$ cat config.mk
export PLATFORM = sky130hd
export DESIGN_NAME = imem_arbiter
export DESIGN_NICKNAME = d
export VERILOG_FILES = /design/src/hdl/imem_pkg.sv /design/src/hdl/imem_arbiter.sv
export SDC_FILE = /design/constraint.sdc
export NUM_CORES = 1
export LEC_CHECK = 0
export ABC_AREA = 1
export BUFFER_PORTS_ARGS = -buffer_cell sky130_fd_sc_hd__buf_4
export CORE_MARGIN = 2
export CORE_UTILIZATION = 22
export DETAILED_ROUTE_END_ITERATION = 12
export GPL_ROUTABILITY_DRIVEN = 0
export MAX_ROUTING_LAYER = met4
export PLACE_DENSITY_LB_ADDON = 0.1
export SETUP_SLACK_MARGIN = 0.3
export SYNTH_ARGS = -nofsm -noshare
export SYNTH_HDL_FRONTEND = slang
export SYNTH_SLANG_ARGS = --single-unit
export TNS_END_PERCENT = 5
$ cat constraint.sdc
create_clock -name i_clk -period 0.8 [get_ports i_clk]
set_clock_uncertainty 0.1 [all_clocks]
set_input_delay 0 -clock i_clk [delete_from_list [all_inputs] [get_ports i_clk]]
set_output_delay 0 -clock i_clk [all_outputs]
set_load 0.05 [all_outputs]
$ cat src/hdl/imem_pkg.sv
`default_nettype none

package imem_pkg;

  // Instruction RAM geometry
  localparam int IMEM_DEPTH = 2048;               // Words in the instruction RAM
  localparam int ADDR_W     = $clog2(IMEM_DEPTH); // 11 bits of word address
  localparam int DATA_W     = 32;                 // One instruction per word

  // Word address, also used for the program counter and the load count
  typedef logic [ADDR_W-1:0] addr_t;

  // One instruction word
  typedef logic [DATA_W-1:0] word_t;

  // Fetch unit states
  // FS_IDLE holds the PC, FS_RUN issues one read per free cycle
  typedef enum logic {
    FS_IDLE = 1'b0,
    FS_RUN  = 1'b1
  } fetch_state_t;

endpackage

`default_nettype wire
$ cat src/hdl/imem_arbiter.sv
`default_nettype none

// Fixed-priority owner of the single RAM port
// Loader first, fetch otherwise
module imem_arbiter (
  input  wire                  i_clk,
  input  wire                  i_rsta,
  input  wire                  i_wr_req,      // Loader write level
  input  wire imem_pkg::addr_t i_wr_addr,
  input  wire imem_pkg::word_t i_wr_data,
  input  wire                  i_rd_req,      // Fetch read level
  input  wire imem_pkg::addr_t i_rd_addr,
  output logic                 o_gnt,         // Combinational grant to the fetch unit
  output logic                 o_rvalid,      // Read data belongs to the fetch unit
  output logic                 o_mem_ena,
  output logic                 o_mem_wea,
  output imem_pkg::addr_t      o_mem_addr,
  output imem_pkg::word_t      o_mem_wdata
);

  logic rd_owner;   // Last port cycle was a granted read

  // Write wins, a read is granted only on a free port
  assign o_gnt = i_rd_req && !i_wr_req;

  // Port is idle when nobody asks, so the read register keeps its word
  assign o_mem_ena   = i_wr_req || i_rd_req;
  assign o_mem_wea   = i_wr_req;
  assign o_mem_addr  = i_wr_req ? i_wr_addr : i_rd_addr;
  assign o_mem_wdata = i_wr_data;   // Ignored by the RAM on reads

  // Tag the returning data
  // a write cycle leaves the read register unchanged and gives no strobe
  always_ff @(posedge i_clk) begin
    if (i_rsta) begin
      rd_owner <= 1'b0;
    end else begin
      rd_owner <= o_gnt;
    end
  end

  assign o_rvalid = rd_owner;

endmodule

`default_nettype wire

==> results_dict.tcl <==
set metrics [dict create \
    status "finished, violations left" \
    violations "hold timing" \
    p_leak_nw 0.390 \
    fin_crit_ns 0.608 \
    drtIter0Drc 2 \
    synth_top_family_by_area "buffers and inverters" \
    drt_wl_total_um 1050 \
    gr-total-overflow 0 \
    cp_max_fo 4 \
    synthXorXnorAreaFrac 0 \
    yosys.area_share.adder 0 \
    clockPowerShare 0 \
    hold_depth 0 \
    p_sw_mw 0.320 \
    grt_start_max_net_pins 13 \
    power_frac_comb 0.920 \
    p_int_mw 0.321 \
    grt.total_usage 0.0860 \
    end_kind "output port" \
    largest_reg_flops 1 \
    maxSlewViolCount 0 \
    port_buffers 40 \
    whs_ns -0.100 \
    dp_hpwl_um 899 \
    grt_pass1_wl_um 1460 \
    worst-setup-path-type "in2out" \
    drive_gt1_frac 0.815 \
    switching_share 0.499 \
    grt_pass1_vias 307 \
    ant_nets 0 \
    multi_input_area_sq_um 218 \
    first_pass_iters 2 \
    min_path_type "in2out" \
    die_y_um 48.3 \
    drc_errors 0 \
    cpPeakStageDelay_ns 0.24 \
    setup_viol 0 \
    core-area_sq_mm 0.00190 \
    synth_area_per_cell_sq_um 5.83 \
    diodes 0 \
    die_w_um 48.3 \
    max_freq_ghz 1.64 \
    vdd_drop_max_mv 0.272 \
    syn-num-nets 132 \
    antenna_found_initial 0 \
    crit_required_ns 0.70 \
    worst_pin_slew_ns 0.145 \
    synth_top_area_share 0.591 \
    finalCritPeriodShare 0.760 \
    cp_slowest_cell "or2_4" \
    vias 417 \
    place_inst 108 \
    cap_violations 0 \
    synth_simple_gate_area_frac 0.319 \
    synthMuxAreaShare 0 \
    arrival_ns 0.51 \
    syn_inst 74 \
    rsz0062_at_grt "yes" \
    fin_setup_tns_ns 0 \
    synth_area_leaders "buf_4 (59%), nand2_1 (30%), dfxtp_1 (4.6%)" \
    ys_ff_latch 1 \
    ios 105 \
    regArea_sq_um 23.8 \
    cp_num_cells 3 \
    vias_per_cell 3.86 \
    fillCellCount 217 \
    synthArstFlopShare 0 \
    yosys.cell_types.count 8 \
    synthTopCellsByCount "buf_4 (34), nand2_1 (34)" \
    wl_per_cell_um 9.76 \
    synthFlopType "dfxtp_1" \
    powerDensity_mw_per_mm2 889 \
    synth_warnings 0 \
    synth.largest_area_cell "buf_4" \
    area_growth_pct 67.0 \
    ys_seq_area_frac 0.0464 \
    p_seq_frac 0.080 \
    syn-cell-area_sq_um 432 \
    worst-path-buf-inv 2 \
    hold_viol_final 32 \
    crit_chain "buf_12 > or2_4 > buf_8" \
    synth_compound_area_frac 0 \
    cp-start-kind "input pin" \
    stdcell_count 108 \
    synth_edf_count 0 \
    pre_cts_ws_ns 0.0279 \
    final_nets 141 \
    cp_top_family "buffers and inverters" \
    initial_utilization 0.227 \
    max_slew_margin 0.904 \
    fin_ws_ns 0.192 \
    rows 16 \
    post-route-util 0.379 \
    fp.dieArea_sq_mm 0.00233 \
]
==> kinds of logic after synthesis <==
group,count (synthesis)
AND/OR/NAND/NOR,36
flip-flops,1
buffers and inverters,37
==> timing repair <==
item,in CTS,in global routing
setup endpoints to repair,16,16
buffers inserted,0,0
pin swaps,4,4
gates resized for setup,40,8
hold endpoints to repair,32,32
==> final timing paths <==
kind	startpoint	to	slack, ns
worst min-delay path	i_wr_data[21]	o_mem_wdata[21]	-0.1
worst max-delay path	i_wr_req	o_mem_ena	0.19
==> power by group through the flow <==
stage | sequential, mW | clock (mW) | combinational [mW]
after floorplan | 0.0588 | 0 | 0.709
after global placement | 0.0515 | 0 | 0.466
after detailed placement | 0.0516 | 0 | 0.468
after CTS | 0.0514 | 0 | 0.574
after global routing | 0.0517 | 0 | 0.623
final | 0.0514 | 0 | 0.589
==> metrics by stage <==
| stage | area, sq um | power [mW] |
|---|---|---|
| finish | 721 | 0.640 |
| global route | 721 | 0.675 |
| CTS | 689 | 0.625 |
| global placement | 551 | 0.518 |
| floorplan | 468 | 0.768 |
| detailed placement | 551 | 0.519 |
==> routing by layer <==
| metal | wire length, um | vias to the layer above | global-route usage | part of all wire |
|---|---|---|---|---|
| met1 | 300 | 178 | 0.0945 | 0.28 |
| met5 | 0 | - | - | 0 |
| met3 | 182 | 6 | 0.0333 | 0.17 |
| met4 | 14 | 0 | 0.0324 | 0.013 |
| li1 | - | 201 | - | - |
| met2 | 556 | 32 | 0.139 | 0.53 |
==> placed cells by master, fill, tap and decap left out <==
master | netlist | final
nor2_1 | 1 | 1
buf_4 | 34 | 26
buf_6 | 1 | 4
or2_4 | 0 | 1
nand2_4 | 0 | 5
inv_1 | 1 | 1
nand2_2 | 0 | 16
nand2_1 | 34 | 13
buf_12 | 0 | 2
dfxtp_4 | 0 | 1
buf_8 | 0 | 10
inv_8 | 0 | 1
==> area by class of cell <==
| type | instances | share of cell area |
|---|---|---|
| Tap cell | 27 | 0.0469 |
| Inverter | 2 | 0.0208 |
| Multi-Input combinational cell | 36 | 0.302 |
| Sequential cell | 1 | 0.0330 |
| Timing Repair Buffer | 42 | 0.597 |
Power figures use the tool's default switching activity.
