==> src/hdl/imem_pkg.sv <==
`default_nettype none

package imem_pkg;

  // Instruction RAM geometry
  localparam int IMEM_DEPTH = 2048;               // Words in the instruction RAM
  localparam int ADDR_W     = $clog2(IMEM_DEPTH); // 11 bits of word address
  localparam int DATA_W     = 32;                 // One instruction per word

  // Word address, also used for the program counter and the load count
  typedef logic [ADDR_W-1:0] addr_t;

  // One instruction word
  typedef logic [DATA_W-1:0] word_t;

  // Fetch unit states
  // FS_IDLE holds the PC, FS_RUN issues one read per free cycle
  typedef enum logic {
    FS_IDLE = 1'b0,
    FS_RUN  = 1'b1
  } fetch_state_t;

endpackage

`default_nettype wire
==> src/hdl/fetch_unit.sv <==
`default_nettype none

// Sequential instruction fetch with branch redirect
// The RAM word for a granted read is settled before the closing edge of the
// grant cycle, so the instruction is registered on that edge and the PC steps
// at the same time, one instruction per cycle
module fetch_unit (
  input  wire                  i_clk,
  input  wire                  i_rsta,
  input  wire                  i_run,            // Fetch enable level
  input  wire                  i_branch,         // Redirect pulse
  input  wire imem_pkg::addr_t i_branch_target,
  input  wire                  i_gnt,            // Same-cycle grant from the arbiter
  input  wire                  i_rvalid,         // Registered, high after a granted read
  input  wire imem_pkg::word_t i_rdata,          // RAM read register
  output logic                 o_rd_req,
  output imem_pkg::addr_t      o_rd_addr,
  output imem_pkg::word_t      o_instr,
  output imem_pkg::addr_t      o_instr_pc,
  output logic                 o_instr_valid
);

  import imem_pkg::*;

  fetch_state_t state;
  addr_t        pc;            // Address of the next read
  addr_t        inflight_pc;   // Address of the read just granted
  word_t        instr_q;
  logic         rd_fire;       // Read accepted this cycle

  // Request every cycle in RUN, a branch cycle is spent on the redirect
  assign o_rd_req  = (state == FS_RUN) && !i_branch;
  assign o_rd_addr = pc;
  assign rd_fire   = o_rd_req && i_gnt;   // A loader write stalls the fetch

  // State follows the run level
  always_ff @(posedge i_clk) begin
    if (i_rsta) begin
      state <= FS_IDLE;
    end else begin
      case (state)
        FS_IDLE: if (i_run) state <= FS_RUN;
        FS_RUN:  if (!i_run) state <= FS_IDLE;
        default: state <= FS_IDLE;
      endcase
    end
  end

  // Program counter
  always_ff @(posedge i_clk) begin
    if (i_rsta) begin
      pc <= '0;
    end else if (i_branch) begin
      pc <= i_branch_target;   // Fetch resumes here next cycle
    end else if (rd_fire) begin
      pc <= pc + 1'b1;         // Wraps 2047 -> 0
    end
  end

  // Word and its address, held until the next granted read
  always_ff @(posedge i_clk) begin
    if (rd_fire) begin
      instr_q     <= i_rdata;  // Captured at the falling edge of this cycle
      inflight_pc <= pc;
    end
  end

  assign o_instr       = instr_q;
  assign o_instr_pc    = inflight_pc;
  assign o_instr_valid = i_rvalid;   // Arbiter marks the cycle after our grant

endmodule

`default_nettype wire

==> config.mk <==
export PLATFORM = sky130hd
export DESIGN_NAME = fetch_unit
export DESIGN_NICKNAME = d
export VERILOG_FILES = /design/src/hdl/imem_pkg.sv /design/src/hdl/fetch_unit.sv
export SDC_FILE = /design/constraint.sdc
export NUM_CORES = 1
export LEC_CHECK = 0
export BUFFER_PORTS_ARGS = -buffer_cell sky130_fd_sc_hd__buf_2
export CAP_MARGIN = 5
export CORE_MARGIN = 4
export CORE_UTILIZATION = 44
export CTS_CLUSTER_SIZE = 40
export DETAILED_ROUTE_END_ITERATION = 6
export GPL_ROUTABILITY_DRIVEN = 0
export HOLD_SLACK_MARGIN = 0.03
export PLACE_DENSITY = 0.81
export SKIP_CTS_REPAIR_TIMING = 1
export SLEW_MARGIN = 20
export SYNTH_ARGS = -nofsm -noshare
export SYNTH_HDL_FRONTEND = slang
export SYNTH_SLANG_ARGS = --single-unit
==> constraint.sdc <==
create_clock -name i_clk -period 2.4 [get_ports i_clk]
set_clock_uncertainty 0.2 [all_clocks]
set_input_delay 0.24 -clock i_clk [delete_from_list [all_inputs] [get_ports i_clk]]
set_output_delay 0.24 -clock i_clk [all_outputs]
set_load 0.01 [all_outputs]
==> out/summary.txt <==
number of DRC violations after detailed-routing iteration 0: 70
CP Data Arrival Time: 1.83 ns
IO Count: 105
standard cell core area: 4354 sq um
synthesized area per cell: 16.03 sq um
r2r worst-path depth: 4
CTS tree: done
worst reg-to-reg setup slack: 0.55 ns
Setup crit start kind: register
proportion of synthesized chip area in sequential cells: 77.03%
clock tree sinks: 55
CTS Root Cell: clkbuf_8
number of vias per cell after detailed routing: 5.000
Min-Delay Path Class: primary input to register
H-tree Lvls: 2
Remaining DRCs: 0
Worst Setup Slack, final: 0.5510 ns
total detailed-routing wirelength: 5184 um
clock insertion delay at the later pin of the skew report: 0.29 ns
Clock Tree Buf Depth: 2
depth of the worst hold-timing path: 3
final setup violation count: 0
post-route antenna net violation count: 0
horizontal die dimension: 75.22 um
Worst R2R End: o_rd_addr[10]
required time at the worst-slack endpoint: 2.38 ns
aggregate global routing overflow: 0
# rows: 24
Critical Path Fanout Max: 6
number of cells produced by synthesis: 124
Min Clock Period, post-route: 1.849 ns
setup repair after global routing missed its margin: no
critical path class: register to register
Area growth, synth to finish: 52.93%
max-cap viol count: 0
maximum clock frequency: 540.8 MHz
worst vdd rail ir drop: 0.2933 mV
area of the multi-input gates: 425.4 sq um
Period Utilization, post-route: 77.04%
YS warnings: 0
startpoint of the worst register-to-register path: o_rd_addr[0]
area enclosed by the die boundary: 5658 sq um
clock transition time at the flip-flop clock pins of the worst setup and hold paths: 0.09 ns
via count of the first global-routing pass: 1,312
Post-Place Cell Area: 2564 sq um
Non-Filler Cell Area, Final: 3040 sq um
number of diodes: 0
synth unique cells: 29
Buffers on Ports: 102
Filler cells: 290
maximum number of pins on one net before global-route repair: 30
effective utilization at floorplan: 45.66%
cell area after technology mapping: 1988 sq um
1st-pass router iterations: 4
wire length of the first global-routing pass: 6154 um
max-slew violations: 0
hold worst-path end: o_rd_addr[0]
number of storage elements in the synthesis netlist: 55
overall fraction of global-route tracks in use: 14.92%
vias: 1,595
Avg WL per Cell: 16.25 um
final number of hold-violating endpoints: 0
fraction of layout cells with a size suffix above 1: 43.07%
leakage: 1.239 nW
setup TNS: 0 ns
Slew HR: 68.65%
antenna violations before repair: 0
sort of element at the end of the critical path: register
power density over the cells: 604.5 nW/um^2
Post-Place Worst Slack: 0.5240 ns
status: finished clean
total nets after synthesis: 174
Worst Max-Slew Pin Slew: 0.4673 ns
register area: 1531 sq um
hold path startpoint: i_branch_target[0]
overall die height: 75.22 um
Overall Power: 1.838 mW
CTS buffer count: 5
final layout net count: 317
-- metrics by stage --
step / utilization [%] / hold slack, ns / cells
global placement: 58.88 / 0.2160 / 275
finish: 69.83 / 0.02427 / 319
global route: 69.83 / 0.04164 / 319
CTS: 61.32 / -0.09760 / 282
detailed placement: 58.88 / 0.2187 / 275
floorplan: - / 0.1168 / 124
-- cells by family after synthesis --
group                    after synthesis  share of synthesized area [%]
buffers and inverters                  7                          1.573
adder cells (fa/ha/maj)                1                         0.6292
XOR/XNOR                               2                         0.8812
AO/OA/AOI/OAI                         19                          8.244
flip-flops                            55                          77.03
AND/OR/NAND/NOR                       40                          11.64
-- critical path, cell delays in order (launching register included) --
cell and delay [ns]:
dfxtp_1 0.42, ha_1 0.20, nand3_1 0.18, o41a_1 0.45
a2111oi_1 0.29
-- cell usage after synthesis, drive strengths merged --
cell / instances / area share [%]
nor2: 13 / 2.5
ha: 1 / 0.63
a31oi: 1 / 0.31
nand3b: 1 / 0.57
nand2: 4 / 0.75
o41a: 3 / 1.7
inv: 2 / 0.38
o21bai: 1 / 0.38
nand3: 4 / 1.0
edfxtp: 43 / 65
nor4: 4 / 1.3
a311oi: 5 / 2.2
clkinv: 1 / 0.19
a2111oi: 3 / 1.5
or4: 3 / 1.1
a211oi: 2 / 0.75
dfxtp: 12 / 12
and3: 1 / 0.31
buf: 2 / 0.63
nand4: 1 / 1.1
or3: 1 / 0.38
o21ai: 1 / 0.25
clkbuf: 2 / 0.38
and4: 1 / 0.50
xnor2: 2 / 0.88
nand2b: 1 / 0.31
o31ai: 3 / 1.1
nor2b: 6 / 1.9
-- registers in the layout, indices dropped and copies added (netlist names) --
name        count
o_instr        32
o_instr_pc     11
o_rd_addr      11
state           1
-- cell type report --
type | instances | area share (%)
clock buffer | 5 | 2.263
clock inverter | 2 | 1.235
inverter | 3 | 0.3704
multi-input combinational | 62 | 13.99
sequential | 55 | 50.37
tap | 52 | 2.140
timing repair buffer | 140 | 29.63
-- worst max-delay path by stage --
stage            startpoint  cells past startpoint  slack (ns)       endpoint
6_report       o_rd_addr[0]                      4        0.55  o_rd_addr[10]
5_1_grt        o_rd_addr[0]                      4        0.45  o_rd_addr[10]
4_1_cts        o_rd_addr[0]                      4        0.57  o_rd_addr[10]
3_5_place_dp       i_branch                      4        0.52    o_instr[10]
3_3_place_gp       i_branch                      4        0.56    o_instr[26]
2_1_floorplan      i_branch                      4        0.31   o_rd_addr[1]
-- cells in the final DEF (no fill, tap or decap) --
cell type and count:
a2111oi_1 3, a211oi_1 2, a311oi_1 5, a31oi_1 1, and3_1 1, and4_2 1
buf_12 1, buf_2 102, bufinv_16 1, clkbuf_8 5, clkinv_1 1, clkinvlp_4 1
dfxtp_1 12, dlygate4sd3_1 37, edfxtp_1 43, ha_1 1, inv_1 1, inv_2 1
nand2_1 4, nand2b_1 1, nand3_1 4, nand3b_2 1, nand4_4 1, nor2_1 13
nor2b_1 6, nor4_1 4, o21ai_0 1, o21bai_1 1, o31ai_1 3, o41a_1 3
or3_2 1, or4_1 3, xnor2_1 2
-- report_power, final --
group          switching (mW)  total, mW  internal (mW)  leakage (nW)
clock                   0.269      0.574          0.305        0.0502
sequential             0.0273       1.08           1.05         0.495
combinational          0.0774      0.182          0.104         0.694
-- metal layers --
metal	vias up	wire (um)	global-route usage, %
li1	770	-	-
met1	729	1953	17.34
met2	90	2435	25.34
met3	6	729	6.008
met4	0	66	4.660
met5	-	0	0
(Power assumes the default switching activity.)
