--- src/hdl/imem_pkg.sv ---
`default_nettype none

package imem_pkg;

  // Instruction RAM geometry
  localparam int IMEM_DEPTH = 2048;               // Words in the instruction RAM
  localparam int ADDR_W     = $clog2(IMEM_DEPTH); // 11 bits of word address
  localparam int DATA_W     = 32;                 // One instruction per word

  // Word address, also used for the program counter and the load count
  typedef logic [ADDR_W-1:0] addr_t;

  // One instruction word
  typedef logic [DATA_W-1:0] word_t;

  // Fetch unit states
  // FS_IDLE holds the PC, FS_RUN issues one read per free cycle
  typedef enum logic {
    FS_IDLE = 1'b0,
    FS_RUN  = 1'b1
  } fetch_state_t;

endpackage

`default_nettype wire
--- src/hdl/program_loader.sv ---
`default_nettype none

// Program loader
// Each strobed word is written at the load pointer, then the pointer steps
module program_loader (
  input  wire                  i_clk,
  input  wire                  i_rsta,
  input  wire                  i_load_start,  // Pulse, restarts loading at address 0
  input  wire                  i_load_valid,  // Strobe, one word per cycle
  input  wire imem_pkg::word_t i_load_word,
  output logic                 o_wr_req,      // Write request level to the arbiter
  output imem_pkg::addr_t      o_wr_addr,
  output imem_pkg::word_t      o_wr_data,
  output imem_pkg::addr_t      o_load_count   // Words written since the last start
);

  import imem_pkg::*;

  addr_t wr_ptr;                 // Next free address

  // Request follows the strobe in the same cycle
  assign o_wr_req  = i_load_valid;
  assign o_wr_data = i_load_word;

  // A start arriving with a word sends that word to address 0
  assign o_wr_addr = i_load_start ? '0 : wr_ptr;

  always_ff @(posedge i_clk) begin
    if (i_rsta) begin
      wr_ptr <= '0;
    end else if (i_load_start) begin
      wr_ptr <= i_load_valid ? addr_t'(1) : '0;  // Word at 0 already taken
    end else if (i_load_valid) begin
      wr_ptr <= wr_ptr + 1'b1;   // Wraps 2047 -> 0
    end
  end

  // Pointer equals the number of words since start
  assign o_load_count = wr_ptr;

endmodule

`default_nettype wire

--- config.mk ---
export PLATFORM = sky130hd
export DESIGN_NAME = program_loader
export DESIGN_NICKNAME = d
export VERILOG_FILES = /design/src/hdl/imem_pkg.sv /design/src/hdl/program_loader.sv
export SDC_FILE = /design/constraint.sdc
export NUM_CORES = 1
export LEC_CHECK = 0
export ABC_CLOCK_PERIOD_IN_PS = 1800
export BUFFER_PORTS_ARGS = -buffer_cell sky130_fd_sc_hd__buf_2
export CORE_MARGIN = 4
export CORE_UTILIZATION = 25
export CTS_BUF_LIST = sky130_fd_sc_hd__clkbuf_16
export DETAILED_ROUTE_END_ITERATION = 8
export HOLD_SLACK_MARGIN = 0.06
export SLEW_MARGIN = 30
export SYNTH_ARGS = -nofsm -noshare
export SYNTH_HDL_FRONTEND = slang
export SYNTH_SLANG_ARGS = --single-unit
export TNS_END_PERCENT = 30
--- constraint.sdc ---
create_clock -name i_clk -period 1.8 [get_ports i_clk]
set_input_delay 0.09 -clock i_clk [delete_from_list [all_inputs] [get_ports i_clk]]
set_output_delay 0.09 -clock i_clk [all_outputs]
set_load 0.02 [all_outputs]
==> results of run 1 <==
## report_power, final
part	total [W]	internal (W)	switching, W	leakage [nW]
clock network	0.000405	0.000294	0.000111	0.0409
logic	0.0000360	0.0000128	0.0000232	0.213
registers	0.000250	0.000247	0.00000324	0.0889
## per-stage QoR
stage	utilization [%]	cell area, sq um	hold WS [ns]
2_1_floorplan	-	825	0.162
3_3_place_gp	23.5	728	0.180
3_5_place_dp	23.5	728	0.180
4_1_cts	26.4	818	0.180
5_1_grt	26.4	818	0.180
6_report	26.4	818	0.180
## kinds of logic (layout without fill, tap and decap cells)
family / after synthesis / count (layout) / share of synthesized area [%]
buf+inv: 37 / 31 / 34.1
xor+xnor: 4 / 4 / 4.25
compound gates: 12 / 12 / 8.50
mux: 1 / 1 / 1.21
simple gates: 33 / 33 / 23.7
flops: 11 / 11 / 26.7
fa+ha+maj: 1 / 1 / 1.52
## per-layer routing
metal	part of all wire, %	vias to the layer above	GRT usage [%]	wire [microns]
li1	-	295	-	-
met1	37	271	7.67	649
met2	46	26	14.5	817
met3	10	23	3.76	181
met4	6.3	0	8.29	111
met5	0	-	0	0
## worst register-to-register path, cell delays in order (launching register included)
cell	delay (ns)
dfxtp_1	0.42
ha_1	0.23
nand3_1	0.16
or4_1	0.52
a21oi_1	0.18
## repair_timing
action                                  in CTS  in global routing
gates resized for setup                      0                  0
endpoints found under the hold margin        1                  0
endpoints found under the setup margin       0                  0
hold buffers                                 1                  0
## worst min-delay path by stage
stage,to
floorplan,o_load_count[0]
global route,o_wr_data[4]
global placement,o_wr_data[2]
CTS,o_wr_data[2]
detailed placement,o_wr_data[2]
finish,o_wr_data[16]
## layout make-up
| cell class | instances | area (sq um) | share of cell area, % |
|---|---|---|---|
| Multi-Input combinational cell | 51 | 323 | 39.4 |
| Sequential cell | 11 | 220 | 26.9 |
| Timing Repair Buffer | 27 | 140 | 17.1 |
| Clock buffer | 3 | 75.1 | 9.17 |
| Tap cell | 44 | 55.1 | 6.73 |
| Clock inverter | 1 | 5.00 | 0.612 |
## cell usage in the layout (no fill, tap or decap), types with 2 or more instances in the layout
master / n
nand3_1: 2
nand4_1: 4
o21ai_1: 2
xor2_1: 3
buf_2: 26
nor2b_1: 10
nand2_1: 3
nor2_1: 5
or3_1: 2
o31ai_1: 4
a21oi_1: 6
clkbuf_16: 3
dfxtp_1: 11
or4_1: 4
==> impl_metrics.ini, run 1 <==
[status]
status = completed

[critical_path]
cp_max_fo = 6
worstSetupEndpoint = o_load_count[10]
cp_num_buf_inv = 0
setup.worst_path.start = o_load_count[1]
r2r_start = o_load_count[1]
cp_slowest_stage_delay_ns = 0.52
required_ns = 1.96
rr_endpoint = o_load_count[10]
path_cells = ha_1 -> nand3_1 -> or4_1 -> a21oi_1
worstSetupPathType = flop to flop
worstSetupStartpointType = flop
r2r_cells = 4
crit_slowest_cell = or4_1
reg2reg_slack_ns = 0.22
crit_family = simple AND/OR/NAND/NOR gates
critical_path_depth = 4
critPathArrivalTime_ns = 1.74
end_kind = flop

[grt]
grt_max_degree = 13
antenna_found_initial = 0
grt_pass1_wl_microns = 2810
grt_pass1_vias = 608
track_usage_pct = 8.68
grt_overflow = 0

[detailed_routing]
vias_per_cell = 4.49
drc_errors = 0
routedWlPerCell_microns = 12.8
drtAntennaViolNets = 0
vias = 615
initialDrtViolationCount = 3
drt-total-wl_microns = 1760
first_pass_iters = 3

[layout]
antenna_cells = 0
areaGrowthSynthToFinish_pct = -0.759
fin_cells = 137
drive_above_1_share_pct = 34.4
largest_register_ffs = 11
nNetsFinal = 131
fill_cells = 368

[cts]
cts_tree = done
cts_buffers = 3
clk_latency_ns = 0.24
htree_levels = 1
post_cts_buffers = 0
cts_buffer_depth = 2
clock-sinks = 11
path_clk_slew_ns = 0.04
cts-root-buf = clkbuf_16

[timing]
relSlewSlack_pct = 76.4
min_period_ns = 1.58
final_max_slew_viol_count = 0
rsz0062_at_grt = false
worst-slew-pin-transition_ns = 0.354
fin_ws_ns = 0.221
finalHoldViolCount = 0
period_share_pct = 87.7
setup_viol = 0
finClkSkew_ns = 0.00150
finalSetupTns_ns = 0
max_freq_mhz = 633

[yosys]
synthFlopType = dfxtp_1
syn_area_sq_um = 825
synth_cells = 99
seq_area_frac_synth_pct = 26.7
yosysTopAreaCellShare_pct = 31.0
ys_seq_elements = 11
synth_edf_count = 0
ys_types = 21
ys_warn_count = 0
synth_fp_nets = 136
avgSynthCellArea_sq_um = 8.33
synthArstFlopShare_pct = 0
synth.area.top_cells = buf_4 (31%), dfxtp_1 (27%), nor2b_1 (7.6%)
synth.most_common_cell = buf_4
ys_top_cells_by_count = buf_4 (34), dfxtp_1 (11), nor2b_1 (10)
yosysTopAreaCell = buf_4

[die]
core_area_sq_mm = 0.00310
row_count = 20
start_util_pct = 26.6
die_w_microns = 65.4
num_io_pins = 91
die_y_microns = 65.4
dieArea_sq_mm = 0.00428

[hold_path]
hold_path_depth = 0
hp-class = input port to primary output
min-delay-start = i_load_word[16]

[power]
p_leak_nw = 0.343
irDropWorstVdd_uv = 207
total_power_w = 0.000692
pwr_density_cell_mw_per_mm2 = 845

[place]
io_buffer_count = 26
place_inst = 132
pre_cts_ws_ns = 0.242
hpwlAfterDp_microns = 1320
place_congestion = 0.738

[flow_run]
cap_violations = 0
No activity file was read; power rests on OpenSTA's default activity.
==> run 2: changes to the inputs <==
--- a/config.mk
+++ b/config.mk
@@ -8,10 +8,11 @@
 export ABC_CLOCK_PERIOD_IN_PS = 1800
 export BUFFER_PORTS_ARGS = -buffer_cell sky130_fd_sc_hd__buf_2
 export CORE_MARGIN = 4
-export CORE_UTILIZATION = 25
+export CORE_UTILIZATION = 34
 export CTS_BUF_LIST = sky130_fd_sc_hd__clkbuf_16
 export DETAILED_ROUTE_END_ITERATION = 8
 export HOLD_SLACK_MARGIN = 0.06
+export PLACE_DENSITY = 0.8
 export SLEW_MARGIN = 30
 export SYNTH_ARGS = -nofsm -noshare
 export SYNTH_HDL_FRONTEND = slang
==> run 2 against run 1 <==
Against the previous run:
- non-clock buffer count unchanged
- critical path depth unchanged
- first-iteration DRC count increased to 3.3 times the previous value
- die area decreased by 23%
- sequential share of layout area increased by 0.72 points
- hold slack about the same
- critical endpoint unchanged
==> impl_metrics.ini, run 2 (synthesis results as in run 1) <==
[power]
irDropWorstVdd_uv = 529
p_leak_nw = 0.344
pwr_density_cell_mw_per_mm2 = 862

[timing]
setup_viol = 0
finalHoldViolCount = 0
rsz0062_at_grt = false
max_freq_mhz = 656
finClkSkew_ns = 0.00171
min_period_ns = 1.52
period_share_pct = 84.6
final_max_slew_viol_count = 0
relSlewSlack_pct = 77.5
worst-slew-pin-transition_ns = 0.337
finalSetupTns_ns = 0
fin_hold_ws_ns = 0.180

[cts]
cts_buffers = 3
cts_tree = done
cts-root-buf = clkbuf_16
cts_resized = 0
clock-sinks = 11
post_cts_buffers = 0
clk_latency_ns = 0.24
ctsHoldBuffers = 1
cts_buffer_depth = 2
htree_levels = 1
path_clk_slew_ns = 0.04

[critical_path]
reg2reg_slack_ns = 0.28
crit_slowest_cell = or4_1
critPathArrivalTime_ns = 1.69
crit_family = simple AND/OR/NAND/NOR gates
setup.worst_path.start = o_load_count[1]
rr_endpoint = o_load_count[10]
cp_slowest_stage_delay_ns = 0.51
worstSetupPathType = flop to flop
required_ns = 1.97
path_cells = ha_1 -> nand3_1 -> or4_1 -> a21oi_1
cp_num_buf_inv = 0
r2r_start = o_load_count[1]
cp_max_fo = 6
end_kind = flop
worstSetupStartpointType = flop
r2r_cells = 4

[detailed_routing]
routedWlPerCell_microns = 13.7
first_pass_iters = 4
drt-total-wl_microns = 1650
drtAntennaViolNets = 0
initialDrtViolationCount = 10
vias = 609
drc_errors = 0
vias_per_cell = 5.03

[layout]
largest_register_ffs = 11
nNetsFinal = 131
areaGrowthSynthToFinish_pct = -3.34
antenna_cells = 0
final_common_cell = buf_2
drive_above_1_share_pct = 33.3
fin_cells = 121
final_cell_mix = buf_2 (26), dfxtp_1 (11), nor2b_1 (10)

[flow_run]
cap_violations = 0

[grt]
grt_overflow = 0
grt_pass1_vias = 592
track_usage_pct = 10.9
grt_max_degree = 13
antenna_found_initial = 0
grt_pass1_wl_microns = 2750

[die]
core_area_sq_mm = 0.00225
start_util_pct = 36.6
row_count = 17
die_w_microns = 57.2
die_y_microns = 57.2
num_io_pins = 91
dieArea_sq_mm = 0.00328

[hold_path]
min-delay-start = i_load_word[27]
hold_path_depth = 0
hold_end = o_wr_data[27]
hp-class = input port to primary output

[status]
status = completed

[place]
hpwlAfterDp_microns = 1240
io_buffer_count = 26
place_congestion = 0.806
place_inst = 116
-- run 2: changes by cell type in the layout (fill, tap and decap cells not counted), sizes merged --
cell	change
inv	+1
clkinv	-1
-- run 2: area by class of cell --
class,instances,area [sq um]
timing repair buffer,27,140
sequential,11,220
clock inverter,1,3.75
fill,252,1460
tap,28,35.0
multi-input combinational,51,323
clock buffer,3,75.1
-- run 2: per-stage QoR --
| stage | utilization (%) | power [W] | area (sq um) | setup slack [ns] |
|---|---|---|---|---|
| 2_1_floorplan | - | 0.000385 | 825 | 0.262 |
| 3_3_place_gp | 31.4 | 0.000288 | 708 | 0.377 |
| 3_5_place_dp | 31.4 | 0.000289 | 708 | 0.292 |
| 4_1_cts | 35.3 | 0.000699 | 797 | 0.269 |
| 5_1_grt | 35.3 | 0.000715 | 797 | 0.138 |
| 6_report | 35.3 | 0.000687 | 797 | 0.277 |
-- run 2: how the worst max path moves through the flow --
stage	to	slack, ns	cells after the start
floorplan	o_load_count[10]	0.26	4
global placement	o_load_count[10]	0.38	4
detailed placement	o_load_count[10]	0.29	4
CTS	o_load_count[10]	0.27	4
global route	o_load_count[10]	0.14	4
finish	o_load_count[10]	0.28	4
-- run 2: layer usage --
metal  share of wire, %  track usage [%]
met5                  0                0
met4                4.4             9.93
met3                 14             4.75
met2                 42             15.2
met1                 39             12.3
-- run 2: where the power goes --
| group | internal, W | switching (W) |
|---|---|---|
| clock | 0.000292 | 0.000110 |
| sequential | 0.000247 | 0.00000319 |
| combinational | 0.0000125 | 0.0000225 |
| total | 0.000551 | 0.000136 |
